==> src/hw/lsu_pkg.sv <==
`default_nettype none

package lsu_pkg;

    // data path and address widths
    localparam int XLEN   = 32;
    localparam int RAM_AW = 8;
    localparam int REG_AW = 5;

    // operation codes carried from execute
    localparam logic [1:0] OP_ALU   = 2'd0;
    localparam logic [1:0] OP_LOAD  = 2'd1;
    localparam logic [1:0] OP_STORE = 2'd2;

    // load funct3 encodings
    localparam logic [2:0] F3_LB  = 3'b000;
    localparam logic [2:0] F3_LH  = 3'b001;
    localparam logic [2:0] F3_LW  = 3'b010;
    localparam logic [2:0] F3_LBU = 3'b100;
    localparam logic [2:0] F3_LHU = 3'b101;

    // one-hot bit positions of the mem_wb FSM
    localparam int S_EMPTY = 0;
    localparam int S_PIPE  = 1;
    localparam int S_FULL  = 2;
    localparam int S_DRAIN = 3;

    // nonzero start value of the latency LFSR in data_ram
    localparam logic [7:0] LFSR_SEED = 8'hb5;

    // a read word seen as bytes or as halfwords
    typedef union packed {
        logic [3:0][7:0]  bytes;
        logic [1:0][15:0] halves;
    } load_word_t;

endpackage

`default_nettype wire

==> src/hw/pipe_if.sv <==
`timescale 1ns/1ps
`default_nettype none

interface pipe_if;
    import lsu_pkg::*;

    logic              valid;
    logic              ready;
    logic [1:0]        op;
    // result or effective address; after mem_wb it holds the load word
    logic [XLEN-1:0]   addr;
    // store data; after mem_wb it holds the effective address
    logic [XLEN-1:0]   wdata;
    logic [REG_AW-1:0] rd;
    logic [2:0]        funct3;

    modport up (
        output valid, op, addr, wdata, rd, funct3,
        input  ready
    );

    modport down (
        input  valid, op, addr, wdata, rd, funct3,
        output ready
    );

endinterface

`default_nettype wire

==> src/hw/wb_stage.sv <==
`timescale 1ns/1ps
`default_nettype none

module wb_stage (
    input  wire                        clk,
    input  wire                        rst_n,
    input  wire                        flush_i,
    pipe_if.down                       up,
    output logic                       ret_valid_o,
    input  wire                        ret_ready_i,
    output logic [lsu_pkg::REG_AW-1:0] ret_rd_o,
    output logic [lsu_pkg::XLEN-1:0]   ret_data_o
);
    import lsu_pkg::*;

    load_word_t      lw;
    logic [7:0]      sel_byte;
    logic [15:0]     sel_half;
    logic [XLEN-1:0] ext_data;

    assign lw = up.addr;

    // pick by the low bits of the effective address
    assign sel_byte = lw.bytes[up.wdata[1:0]];
    assign sel_half = lw.halves[up.wdata[1]];

    always_comb begin
        if (up.op != OP_LOAD) begin
            ext_data = up.addr;
        end else begin
            case (up.funct3)
                F3_LB:   ext_data = {{(XLEN-8){sel_byte[7]}}, sel_byte};
                F3_LBU:  ext_data = {{(XLEN-8){1'b0}}, sel_byte};
                F3_LH:   ext_data = {{(XLEN-16){sel_half[15]}}, sel_half};
                F3_LHU:  ext_data = {{(XLEN-16){1'b0}}, sel_half};
                F3_LW:   ext_data = lw;
                default: ext_data = lw;
            endcase
        end
    end

    assign up.ready = !ret_valid_o || ret_ready_i;

    always_ff @(posedge clk or negedge rst_n) begin
        if (!rst_n) begin
            ret_valid_o <= 1'b0;
        end else if (flush_i) begin
            ret_valid_o <= 1'b0;
        end else if (up.ready) begin
            ret_valid_o <= up.valid;
        end
    end

    always_ff @(posedge clk) begin
        if (up.valid && up.ready) begin
            ret_rd_o   <= up.rd;
            ret_data_o <= ext_data;
        end
    end

endmodule

`default_nettype wire

==> src/flat_wrapper.sv <==
// flat-port wrapper written by rule: the top's interface ports become plain ports
module wb_stage_flat import lsu_pkg::*;
  (clk, rst_n, flush_i, ret_valid_o, ret_ready_i, ret_rd_o, ret_data_o, up_valid, up_op, up_addr, up_wdata, up_rd, up_funct3, up_ready);
  pipe_if up_i ();
  input  wire clk;
  input  wire rst_n;
  input  wire flush_i;
  output logic ret_valid_o;
  input  wire ret_ready_i;
  output logic [lsu_pkg::REG_AW-1:0] ret_rd_o;
  output logic [lsu_pkg::XLEN-1:0] ret_data_o;
  input wire logic [$bits(up_i.valid)-1:0] up_valid;
  input wire logic [$bits(up_i.op)-1:0] up_op;
  input wire logic [$bits(up_i.addr)-1:0] up_addr;
  input wire logic [$bits(up_i.wdata)-1:0] up_wdata;
  input wire logic [$bits(up_i.rd)-1:0] up_rd;
  input wire logic [$bits(up_i.funct3)-1:0] up_funct3;
  output wire logic [$bits(up_i.ready)-1:0] up_ready;
  assign up_i.valid = up_valid;
  assign up_i.op = up_op;
  assign up_i.addr = up_addr;
  assign up_i.wdata = up_wdata;
  assign up_i.rd = up_rd;
  assign up_i.funct3 = up_funct3;
  assign up_ready = up_i.ready;
  wb_stage u_core (.clk(clk), .rst_n(rst_n), .flush_i(flush_i), .up(up_i), .ret_valid_o(ret_valid_o), .ret_ready_i(ret_ready_i), .ret_rd_o(ret_rd_o), .ret_data_o(ret_data_o));
endmodule
==> config.mk <==
export PLATFORM = sky130hd
export DESIGN_NAME = wb_stage_flat
export DESIGN_NICKNAME = d
export VERILOG_FILES = /design/src/hw/lsu_pkg.sv /design/src/hw/pipe_if.sv /design/src/hw/wb_stage.sv /design/src/flat_wrapper.sv
export SDC_FILE = /design/constraint.sdc
export NUM_CORES = 1
export LEC_CHECK = 0
export BUFFER_PORTS_ARGS = -buffer_cell sky130_fd_sc_hd__buf_2
export CORE_UTILIZATION = 39
export DETAILED_ROUTE_END_ITERATION = 12
export GPL_TIMING_DRIVEN = 0
export PLACE_DENSITY = 0.76
export SLEW_MARGIN = 20
export SYNTH_ARGS = -nofsm -noshare
export SYNTH_HDL_FRONTEND = slang
export SYNTH_SLANG_ARGS = --single-unit
==> constraint.sdc <==
create_clock -name clk -period 1.72 [get_ports clk]
set_input_delay 0.516 -clock clk [delete_from_list [all_inputs] [get_ports clk]]
set_output_delay 0.516 -clock clk [all_outputs]
set_load 0.02 [all_outputs]
## Yosys cells after proc, flatten, opt, wreduce, memory -nomap -nowiden

Index checks and enable logic that the tools add are counted.

| word-level totals | value |
|---|---|
| word-level logic and storage cells | 22 |
| register bits | 38 |
| output and inout port bits | 39 |
| bits of input ports | 79 |

| operators by class | value |
|---|---|
| reduce and logical (&&, ||, !) cells | 5 |
| muxes and demuxes | 8 |
| $lt $le $gt $ge | 2 |
| equal/unequal tests | 4 |

Operator list:

| operator | count |
|---|---|
| case mux 32 bit (4 select lines) | 1 |
| two-way mux 16 bit | 2 |
| two-way mux 32 bit | 1 |
| binary-select mux 8 bit (select 2 bit) | 1 |
| two-way mux 8 bit | 1 |
| == test 3 bit (second input constant) | 2 |
| == test 3 x 1 -> 1 bit (second input constant) | 1 |
| zero test 3 bit | 1 |
| < comparator 2 x 3 -> 1 bit (second input constant) | 1 |
| < comparator 1 x 2 -> 1 bit (second input constant) | 1 |
| two-way mux 1 bit | 2 |
| != test 2 x 1 -> 1 bit (second input constant) | 1 |
| nonzero test 2 bit | 1 |
| logical AND 1 bit | 1 |
| zero test 1 bit | 1 |
| logical OR 1 bit | 1 |

## Longest topological paths before layout

Gate-level depths: netlist (run 1).

| depth | value |
|---|---|
| word-level depth | 4 |
| mapped depth | 6 |
| mapped depth without buffers | 3 |

## Worst setup path before layout (run 1)

OpenSTA, ideal clock, no wires.

| path | value |
|---|---|
| path type | in2reg |
| start | in ret_ready_i |
| end | reg u_core.ret_data_o[0] (netlist name) (enable) |
| data arrival time | 1.718 ns |
| buffers on the path | 0 |
| slack | -0.396 ns |
| cell stages on the path | 2 |
| library setup time | 0.398 ns |
| required time | 1.322 ns |
| cells stage by stage | nand2b_1 and2_1 |

| between the ends | value |
|---|---|
| longest elaborated chain between the ends | 2 |

Ends and longest elaborated chain:

| item | line | text |
|---|---|---|
| start: declaration | flat_wrapper.sv:9 | `input wire ret_ready_i;` |
| logical OR 1 bit | wb_stage.sv:42 | `assign up.ready = !ret_valid_o \|\| ret_ready_i;` |
| logical AND 1 bit | wb_stage.sv:55 | `if (up.valid && up.ready) begin` |
| end signal: assignment | wb_stage.sv:57 | `ret_data_o <= ext_data;` |
| end: declaration | wb_stage.sv:12 | `output logic [lsu_pkg::XLEN-1:0] ret_data_o` |

No other way between the ends.
A chain may end at the register's enable or synchronous reset.

## Final worst setup path (run 1)

| path | value |
|---|---|
| start | in up_wdata[1] |
| end | reg u_core.ret_data_o[8] (netlist name), data pin |

| between the ends | value |
|---|---|
| longest elaborated chain between the ends | 4 |
| elaborated cells between the ends (all ways) | 6 |
| classes of those cells | 6 x mux |

Ends and longest elaborated chain:

| item | line | text |
|---|---|---|
| start: declaration | flat_wrapper.sv:15 | `input wire logic [$bits(up_i.wdata)-1:0] up_wdata;` |
| binary-select mux 8 bit (select 2 bit) / two-way mux 16 bit (equally long branches) | wb_stage.sv:24, wb_stage.sv:25 |  |
| two-way mux 8 bit (not written as such) / two-way mux 16 bit (equally long branches) | wb_stage.sv:24, wb_stage.sv:25 |  |
| case mux 32 bit (4 select lines) (*) | wb_stage.sv:31 | `case (up.funct3)` |
| two-way mux 32 bit (*) | wb_stage.sv:28 | `if (up.op != OP_LOAD) begin` |
| named net u_core.ext_data[8] | wb_stage.sv:19 | `logic [XLEN-1:0] ext_data;` |

The timed path passes the listed nets; every way through them passes the cells marked *. The select of a mux whose other input is x is not followed.

==> run_results.csv, run 1 <==
group,metric,value,unit
run_status,status,"finished, final reports clean",
routing,remaining_drc_errors,0,
routing,vias,1757,
timing,max_freq,0.594,GHz
timing,hold_violations,0,
routing,drtIter0Drc,80,
placement,gp_congestion,0.883,
pwr,p_per_area,801,nW/um^2
global_route,grt_pass1_vias,1559,
die,die_x,73.3,um
logic_synthesis,ys_seq_elements,38,
placement,post-dp-hpwl,3680,um
routing,totalWireLength,5080,um
routing,antenna_left,0,
clock_tree,h-tree-depth,2,
routing,viasPerCell,5.29,
timing,final_min_period_over_clock_period,0.978,
worst_setup_path,critPathMaxStageDelay,0.50,ns
logic_synthesis,yosysWarnings,0,
worst_setup_path,end_kind,"register",
layout,finalNetCount,343,
logic_synthesis,ys_seq_area_frac,0.573,
layout,layout_commonest_cell,"buf_2",
pwr,pwr-share-seq,0.526,
pwr,clockPowerShare,0.270,
logic_synthesis,synth_area_per_cell,12.0,sq um
timing,worst_slack,0.0370,ns
clock_tree,clockBufferDepth,2,
logic_synthesis,ys_types,35,
routing,wl_per_cell,15.3,um
routing,drtPass1Iterations,4,
pwr,p_int,1.55,mW
global_route,grt_pass1_wl,7520,um
die,io_pins,118,
global_route,antenna_found_initial,0,
clock_tree,cts.sinks,38,
pwr,sw_frac_of_total,0.268,
job,cap_violations,0,
logic_synthesis,synth_area,1980,sq um
clock_tree,cts_root_buf,"clkbuf_8",
die,dieArea,5380,sq um
timing,finalMaxSlewViolations,0,
timing,slew_headroom,0.681,
clock_tree,path_clk_slew,0.07,ns
worst_setup_path,cp-start-kind,"input port",
worst_setup_path,crit_chain,"buf_4, mux4_2, and3_4, buf_6, a221o_1",
pwr,total_power,2.11,mW
logic_synthesis,yosys_most_used_dff,"edfxtp_1",
timing,worst_slew_pin_slew,0.479,ns
timing,setup_viol,0,
global_route,grt_usage,0.192,
layout,fill_cells,446,
die,rows,25,
logic_synthesis,syn-num-nets,244,
worst_setup_path,cp_max_fo,6,
pwr,power.leakage,1.11,nW
worst_setup_path,crit_slowest_cell,"mux4_2",
die,core,4820,sq um
layout,layout_common_cells,"buf_2 (92), edfxtp_1 (37), a21oi_1 (22)",
die,initial_core_util,0.412,
pwr,power_frac_comb,0.204,
worst_setup_path,cp.required,1.75,ns
logic_synthesis,async_reset_ff_frac,0.0263,
worst_setup_path,worstPathArrival,1.71,ns
layout,drive_gt1_frac,0.453,
clock_tree,cts_tree,"yes",
placement,portBuffers,87,
global_route,grt_max_degree,38,
layout,antenna_cells,0,
timing,period_needed,1.68,ns
hold_path,hp-class,"in -> reg",
placement,pre_cts_ws,-0.441,ns
logic_synthesis,syn_inst,165,
global_route,grt_overflow,0,
layout,area_growth,33.0,%
clock_tree,numCtsBuffers,5,
pwr,vdd.ir_drop.worst,334,uV
timing,fin_skew,0.00465,ns
logic_synthesis,synth_edf_count,37,
clock_tree,clk_latency,0.29,ns
pwr,p_sw,566,uW
worst_setup_path,worstSetupPathType,"in -> reg",
die,die_y,73.3,um
==> timing repair <==
action | CTS | global route
endpoints found under the hold margin | 1 | 0
hold buffers | 1 | 0
gates resized for setup | 2 | 4
pin swaps | 1 | 1
setup endpoints to repair | 22 | 24
buffers inserted | 1 | 3
==> registers in the layout, summed over array words and instances (netlist names) <==
register            cells
u_core.ret_rd_o         5
u_core.ret_data_o      32
u_core.ret_valid_o      1
==> logic make-up (layout without fill, tap and decap cells) <==
logic type | after synthesis | in the layout | synth area share
AND/OR/NAND/NOR | 35 | 35 | 0.122
multiplexers | 7 | 7 | 0.0441
AO/OA/AOI/OAI | 67 | 67 | 0.218
buffers and inverters | 18 | 118 | 0.0435
flip-flops | 38 | 38 | 0.573
==> layout make-up <==
cell class	instances	area, sq um	area share
Sequential cell	38	1140	0.430
Clock inverter	2	8.76	0.00332
Clock buffer	6	72.6	0.0275
Tap cell	67	83.8	0.0318
Multi-Input combinational cell	109	773	0.293
Inverter	2	7.51	0.00284
Timing Repair Buffer	92	478	0.181
Buffer	16	80.1	0.0303
==> final timing paths <==
| kind | start | slack [ns] | cells past startpoint | to |
|---|---|---|---|---|
| worst max-delay path | up_wdata[1] | 0.04 | 5 | u_core.ret_data_o[8] |
| worst min-delay path | flush_i | 0.37 | 2 | u_core.ret_valid_o |
| worst max register to register | u_core.ret_valid_o | 0.39 | 2 | u_core.ret_data_o[2] |
| worst min register to register | u_core.ret_valid_o | 0.60 | 2 | u_core.ret_valid_o |
| max in group asynchronous | rst_n | 1.10 | 2 | u_core.ret_valid_o |
| min in group asynchronous | rst_n | 0.54 | 2 | u_core.ret_valid_o |
==> power groups by stage <==
| stage | Combinational, mW | Clock (mW) | Sequential (mW) |
|---|---|---|---|
| after global routing | 0.467 | 0.610 | 1.12 |
| after detailed placement | 0.417 | 0 | 1.13 |
| after global placement | 0.409 | 0 | 1.13 |
| final | 0.431 | 0.571 | 1.11 |
| after CTS | 0.424 | 0.581 | 1.11 |
| after floorplan | 0.161 | 0 | 1.22 |
==> Yosys cell counts (2+ instances only) <==
cell type / number / area (sq um)
clkbuf_1: 7 / 26.3
mux2_2: 4 / 45.0
or3b_1: 3 / 26.3
nor3_1: 2 / 10.0
edfxtp_1: 37 / 1110
nor2_1: 3 / 11.3
a21oi_1: 22 / 110
and3b_1: 6 / 52.6
a221o_1: 6 / 60.1
inv_1: 2 / 7.51
a22oi_1: 6 / 45.0
nand2_1: 7 / 26.3
o211ai_1: 6 / 45.0
or3b_2: 4 / 35.0
mux2i_1: 2 / 20.0
o21ai_0: 17 / 85.1
nand2b_1: 2 / 12.5
buf_2: 6 / 30.0
and2_1: 2 / 12.5
o2111ai_1: 6 / 52.6
==> metal layers <==
layer | global-route usage | vias up | part of all wire
li1 | - | 853 | -
met1 | 0.242 | 823 | 0.44
met2 | 0.297 | 75 | 0.47
met3 | 0.0631 | 6 | 0.077
met4 | 0.0919 | 0 | 0.013
met5 | 0 | - | 0
==> worst max-delay path: cells and delay by family <==
kind                   cells  cell delay [ns]
multiplexers               1             0.50
AO/OA/AOI/OAI              1             0.27
buffers and inverters      2             0.23
AND/OR/NAND/NOR            1             0.19
==> through the flow <==
stage	TNS [ns]	cells	hold slack, ns	instance area (sq um)	utilization
detailed placement	-11.02	319	0.294	2510	0.520
CTS	0	329	0.367	2610	0.543
global placement	-9.63	319	0.291	2510	0.520
global route	-0.0166	332	0.369	2640	0.548
floorplan	-0.403	165	0.220	1990	-
finish	0	332	0.371	2640	0.548
Power figures use the tool's default switching activity.
==> run 2: changes to the inputs <==
--- a/config.mk
+++ b/config.mk
@@ -7,3 +7,5 @@
 export LEC_CHECK = 0
+export ABC_AREA = 1
 export BUFFER_PORTS_ARGS = -buffer_cell sky130_fd_sc_hd__buf_2
+export CORE_MARGIN = 4
 export CORE_UTILIZATION = 39
==> constraint.sdc (replaced) <==
create_clock -name clk -period 1.72 [get_ports clk]
set_input_delay 0.086 -clock clk [delete_from_list [all_inputs] [get_ports clk]]
set_output_delay 0.086 -clock clk [all_outputs]
set_load 0.02 [all_outputs]
==> run 2 against run 1 <==
Sequential power barely moved. Final cell count rose by 23%. Hold slack got worse by 0.29 ns. Critical endpoint is now u_core.ret_rd_o[4]. Non-clock buffer count fell by 8. Wire length fell by 0.31%. Global-route usage fell by 2.6 points. Synthesized cell count rose by 45%. Critical path type is now reg -> reg. Die area rose by 18%. Register-to-register slack got worse by 0.04 ns. Fmax rose by 23%. Highest routed layer unchanged.
==> run_results.csv, run 2 <==
group,metric,value,unit
run_status,status,"finished, final reports clean",
pwr,sw_frac_of_total,0.259,
global_route,grt_max_degree,20,
clock_tree,cts.sinks,38,
clock_tree,cts_root_buf,"clkbuf_8",
logic_synthesis,yosys_most_used_dff,"edfxtp_1",
logic_synthesis,synth_area_leader_cell,"edfxtp_1",
pwr,power_frac_comb,0.188,
worst_setup_path,crit_start,"u_core.ret_valid_o",
worst_setup_path,crit_chain,"a21oi_4",
die,io_pins,118,
placement,placed_cells,393,
timing,hold_violations,0,
worst_setup_path,path_delay_family,"compound AO/OA/AOI/OAI gates",
hold_path,hold_start,"up_addr[16]",
die,rows,25,
die,initial_core_util,0.415,
worst_setup_path,cp.required,1.64,ns
logic_synthesis,ys_seq_elements,38,
timing,finalMaxSlewViolations,0,
pwr,vdd.ir_drop.worst,395,uV
routing,drtIter0Drc,117,
logic_synthesis,synth_top_family_by_area,"simple AND/OR/NAND/NOR gates",
layout,layout_common_cells,"buf_2 (88), nand2_1 (83), edfxtp_1 (37)",
die,dieArea,6370,sq um
die,core,4850,sq um
timing,period_needed,1.37,ns
layout,antenna_cells,0,
clock_tree,numCtsBuffers,5,
global_route,grt_pass1_vias,1762,
worst_setup_path,crit_slowest_cell,"a21oi_4",
worst_setup_path,end_kind,"register",
logic_synthesis,synth_edf_count,37,
placement,portBuffers,86,
worst_setup_path,critPathBufInv,0,
placement,gp_congestion,0.856,
routing,antenna_left,0,
logic_synthesis,synth_area_per_cell,8.38,sq um
pwr,pwr-share-seq,0.490,
pwr,p_int,1.68,mW
layout,top_regs,"u_core.ret_data_o x32, u_core.ret_rd_o x5, u_core.ret_valid_o x1",
timing,worst_slew_pin_slew,0.611,ns
pwr,power.leakage,1.43,nW
worst_setup_path,cp-start-kind,"register",
die,die_y,79.8,um
logic_synthesis,yosys-top-cells-area,"edfxtp_1 (55%), nand2_1 (15%), inv_1 (5.8%)",
layout,final_cells,409,
worst_setup_path,critPathMaxStageDelay,0.54,ns
hold_path,hp-class,"in -> reg",
worst_setup_path,worstPathArrival,1.30,ns
worst_setup_path,reg2reg_depth,1,
logic_synthesis,ys_types,20,
job,cap_violations,0,
clock_tree,cts_tree,"yes",
clock_tree,clockBufferDepth,2,
logic_synthesis,yosysTopAreaCellShare,0.553,
placement,post-dp-hpwl,3840,um
clock_tree,clk_latency,0.29,ns
die,die_x,79.8,um
timing,timing.hold.ws,0.0832,ns
logic_synthesis,synth_simple_gate_area_frac,0.268,
pwr,p_sw,587,uW
hold_path,holdPathStages,3,
routing,totalWireLength,5060,um
hold_path,worstHoldEndpoint,"u_core.ret_data_o[16]",
logic_synthesis,synth_area,2010,sq um
timing,max_freq,0.729,GHz
logic_synthesis,synth_compound_area_frac,0.0815,
global_route,grt_pass1_wl,8010,um
global_route,grt_overflow,0,
timing,setup_viol,0,
logic_synthesis,ys_seq_area_frac,0.565,
timing,fin_skew,0.00437,ns
layout,fin_area,2730,sq um
layout,finalNetCount,420,
routing,drtPass1Iterations,4,
worst_setup_path,reg2reg_slack,0.35,ns
global_route,grt_usage,0.165,
worst_setup_path,worst_r2r_endpoint,"u_core.ret_rd_o[4]",
routing,vias,1902,
clock_tree,h-tree-depth,2,
logic_synthesis,async_reset_ff_frac,0.0263,
layout,layout_commonest_cell,"buf_2",
pwr,clockPowerShare,0.322,
routing,viasPerCell,4.65,
layout,drive_gt1_frac,0.330,
timing,slew_headroom,0.592,
logic_synthesis,syn-num-nets,319,
placement,placedInstanceArea,2540,sq um
worst_setup_path,cp_max_fo,18,
worst_setup_path,worstSetupPathType,"reg -> reg",
pwr,p_per_area,828,nW/um^2
layout,top_register,"u_core.ret_data_o",
layout,largest_reg_flops,32,
global_route,antenna_found_initial,0,
layout,area_growth,35.8,%
logic_synthesis,yosysWarnings,0,
routing,wl_per_cell,12.4,um
logic_synthesis,yosysMostFrequentCell,"nand2_1",
worst_setup_path,timing.rr.start,"u_core.ret_valid_o",
routing,remaining_drc_errors,0,
timing,final_min_period_over_clock_period,0.798,
timing,rsz0062_at_grt,"no",
logic_synthesis,synth.cells.most_frequent,"nand2_1 (83), edfxtp_1 (37), inv_1 (31)",
logic_synthesis,syn_inst,240,
logic_synthesis,synth-xor-area-share,0,
clock_tree,path_clk_slew,0.07,ns
logic_synthesis,synthAdderAreaFrac,0,
clock_tree,cts_setup_buffers,0,
logic_synthesis,synthMuxAreaShare,0,
## run 2: cell types whose count changed in the layout (fill, tap and decap cells not counted), sizes merged, moves of 7 or more
cell / delta
inv: +32
o21bai: +7
a22oi: -7
nor2: +28
nand3: +10
a21oi: -9
nand2: +83
or3b: -7
buf: -10
o21ai: -9
## run 2: kinds of logic (layout without fill, tap and decap cells)
| family | after synthesis | count (layout) |
|---|---|---|
| AND/OR/NAND/NOR | 132 | 132 |
| buffers and inverters | 41 | 142 |
| flip-flops | 38 | 38 |
| AO/OA/AOI/OAI | 29 | 30 |
## run 2: cell type report
type,count,area [sq um]
flip-flops and latches,38,1140
repair buffers,93,500
multi-input cells,162,731
plain buffers,7,43.8
fillers,453,2120
inverters,34,128
well taps,67,83.8
clock inverters,3,40.0
clock buffers,5,68.8
## run 2: power by group through the flow
stage               Combinational (mW)  Clock, mW  Sequential, mW
floorplan                        0.169          0            1.21
global placement                 0.405          0            1.13
detailed placement               0.411          0            1.13
CTS                              0.427      0.747            1.11
global route                     0.473      0.799            1.11
finish                           0.426      0.729            1.11
## run 2: repair_timing
item                                   CTS  global route
hold buffers                             7             0
resized for setup                        0             1
setup endpoints to repair               37            18
gates cloned                             1             0
endpoints found under the hold margin    7             0
pin swaps                                1             0
## run 2: how the worst max path moves through the flow
stage,to,slack (ns),cells after the start
after floorplan,u_core.ret_data_o[0],0.14,1
after global placement,u_core.ret_data_o[7],0.008,1
after detailed placement,u_core.ret_data_o[29],-0.03,1
after CTS,u_core.ret_rd_o[4],0.03,1
after global routing,u_core.ret_data_o[22],0.23,1
final,u_core.ret_rd_o[4],0.35,1
## run 2: through the flow
stage	util	TNS (ns)	setup WS, ns	total power, mW
floorplan	-	0	0.139	1.38
global placement	0.523	0	0.00832	1.53
detailed placement	0.523	-1.07	-0.0304	1.54
CTS	0.562	0	0.0254	2.28
global route	0.563	0	0.228	2.38
finish	0.563	0	0.348	2.26
## run 2: per-layer routing
layer | GRT usage | wire length, um | up-vias
li1 | - | - | 963
met3 | 0.0463 | 410 | 6
met4 | 0.0507 | 62 | 0
met2 | 0.274 | 2400 | 72
met1 | 0.210 | 2190 | 861
met5 | 0 | 0 | -
==> run 3: changes to the inputs <==
- clock period: 1.72 -> 1.2 ns (I/O delays scaled with it)
==> run 3 against run 2 <==
Sequential power is 43% higher. Utilization is 1.1 points higher. Combinational power is 51% higher. Sequential cell count stayed put. Final cell count is 0.98% higher. First-iteration DRC count is 23% lower. Wire length is 3.7% higher. Largest cell class unchanged.
==> run_results.csv, run 3 (synthesis gave the netlist of run 2 again) <==
group,metric,value,unit
timing,setup_viol,0,
die,dieArea,6370,sq um
routing,totalWireLength,5250,um
clock_tree,cts_root_buf,"clkbuf_8",
worst_setup_path,cp-start-kind,"register",
worst_setup_path,reg2reg_depth,2,
pwr,power.leakage,1.45,nW
global_route,grt_pass1_vias,1761,
timing,max_freq,0.873,GHz
layout,antenna_cells,0,
timing,worst_slew_pin_slew,0.541,ns
hold_path,hold_start,"up_addr[16]",
worst_setup_path,reg2reg_slack,0.05,ns
timing,finalMaxSlewViolations,0,
clock_tree,cts_tree,"yes",
routing,drtIter0Drc,90,
die,io_pins,118,
die,initial_core_util,0.415,
worst_setup_path,worstPathArrival,1.16,ns
clock_tree,numCtsBuffers,5,
worst_setup_path,worstSetupPathType,"reg -> reg",
layout,finalNetCount,424,
worst_setup_path,end_kind,"register",
clock_tree,cts.sinks,38,
die,die_y,79.8,um
routing,viasPerCell,4.51,
timing,final_min_period_over_clock_period,0.954,
global_route,antenna_found_initial,0,
timing,finalSetupTns,0,ns
layout,area_growth,38.6,%
die,rows,25,
layout,largest_reg_flops,32,
routing,remaining_drc_errors,0,
layout,layout_commonest_cell,"buf_2",
placement,portBuffers,86,
global_route,grt_usage,0.167,
routing,drtPass1Iterations,4,
layout,layout_common_cells,"buf_2 (88), nand2_1 (83), edfxtp_1 (37)",
die,core,4850,sq um
hold_path,worstHoldEndpoint,"u_core.ret_data_o[16]",
clock_tree,clockBufferDepth,2,
timing,rsz0062_at_grt,"no",
hold_path,holdPathStages,3,
placement,post-dp-hpwl,3880,um
layout,top_regs,"u_core.ret_data_o x32, u_core.ret_rd_o x5, u_core.ret_valid_o x1",
worst_setup_path,cp_max_fo,10,
run_status,status,"finished, final reports clean",
global_route,grt_pass1_wl,8050,um
layout,fill_cells,454,
timing,hold_violations,0,
hold_path,hp-class,"in -> reg",
clock_tree,clk_latency,0.29,ns
worst_setup_path,timing.rr.start,"u_core.ret_valid_o",
global_route,grt_max_degree,15,
global_route,grt_overflow,0,
layout,multi_input_area,731,sq um
worst_setup_path,worst_r2r_endpoint,"u_core.ret_data_o[26]",
placement,placedInstanceArea,2540,sq um
timing,period_needed,1.15,ns
routing,vias,1864,
placement,gp_congestion,0.884,
layout,drive_gt1_frac,0.341,
layout,fin_area,2790,sq um
pwr,p_per_area,1130,nW/um^2
layout,seq_area,1140,sq um
timing,slew_headroom,0.640,
worst_setup_path,cp.required,1.21,ns
routing,antenna_left,0,
layout,final_util,0.575,
layout,top_register,"u_core.ret_data_o",
clock_tree,h-tree-depth,2,
pwr,vdd.ir_drop.worst,434,uV
routing,wl_per_cell,12.7,um
timing,fin_skew,0.00679,ns
clock_tree,path_clk_slew,0.08,ns
die,die_x,79.8,um
job,cap_violations,0,
## run 3: cell types whose count changed in the layout (fill, tap and decap cells not counted), sizes merged
cell,change
buf,+4
bufinv,-1
clkbuf,+1
clkinv,-1
clkinvlp,+1
## run 3: how the worst max path moves through the flow
stage	startpoint	end	slack, ns	cells after the start
CTS	u_core.ret_valid_o	u_core.ret_data_o[9]	0.08	2
global route	u_core.ret_valid_o	u_core.ret_data_o[0]	0.02	2
global placement	u_core.ret_valid_o	u_core.ret_data_o[15]	-0.51	1
detailed placement	u_core.ret_valid_o	u_core.ret_data_o[7]	-0.51	1
floorplan	u_core.ret_valid_o	u_core.ret_data_o[0]	-0.34	1
finish	u_core.ret_valid_o	u_core.ret_data_o[26]	0.05	2
## run 3: repair_timing
| item | CTS | global route |
|---|---|---|
| setup buffers | 4 | 0 |
| endpoints found under the setup margin | 37 | 0 |
| hold buffers | 7 | 0 |
| resized for setup | 1 | 0 |
| hold endpoints to repair | 7 | 0 |
## run 3: critical path: stages, from the launching register on
cell     delay (ns)
dfrtp_2        0.48
a21oi_4        0.23
buf_12         0.17
## run 3: power by group
group / internal (mW) / switching [mW]
clock: 0.462 / 0.452
sequential: 1.57 / 0.0222
combinational: 0.252 / 0.394
total: 2.28 / 0.868
## run 3: stage by stage
step | std cells | power [mW] | setup WS [ns] | hold slack (ns)
after detailed placement | 393 | 2.21 | -0.510 | -0.162
after global placement | 393 | 2.19 | -0.506 | -0.165
after CTS | 413 | 3.16 | 0.0823 | 0.0468
after global routing | 413 | 3.30 | 0.0248 | 0.0484
final | 413 | 3.15 | 0.0547 | 0.0541
after floorplan | 240 | 1.98 | -0.342 | -0.236
## run 3: cell type report
cell class                      instances  share of cell area
Buffer                                  7              0.0157
Timing Repair Buffer                   97               0.204
Inverter                               34              0.0458
Multi-Input combinational cell        162               0.262
Sequential cell                        38               0.408
Clock inverter                          2             0.00449
Tap cell                               67              0.0301
Clock buffer                            6              0.0296
## run 3: metal layers
metal	routed length, um	share of wire	track usage	vias up
li1	-	-	-	973
met1	2190	0.42	0.197	808
met2	2480	0.47	0.284	76
met3	510	0.097	0.0553	7
met4	68	0.013	0.0541	0
met5	0	0	0	-
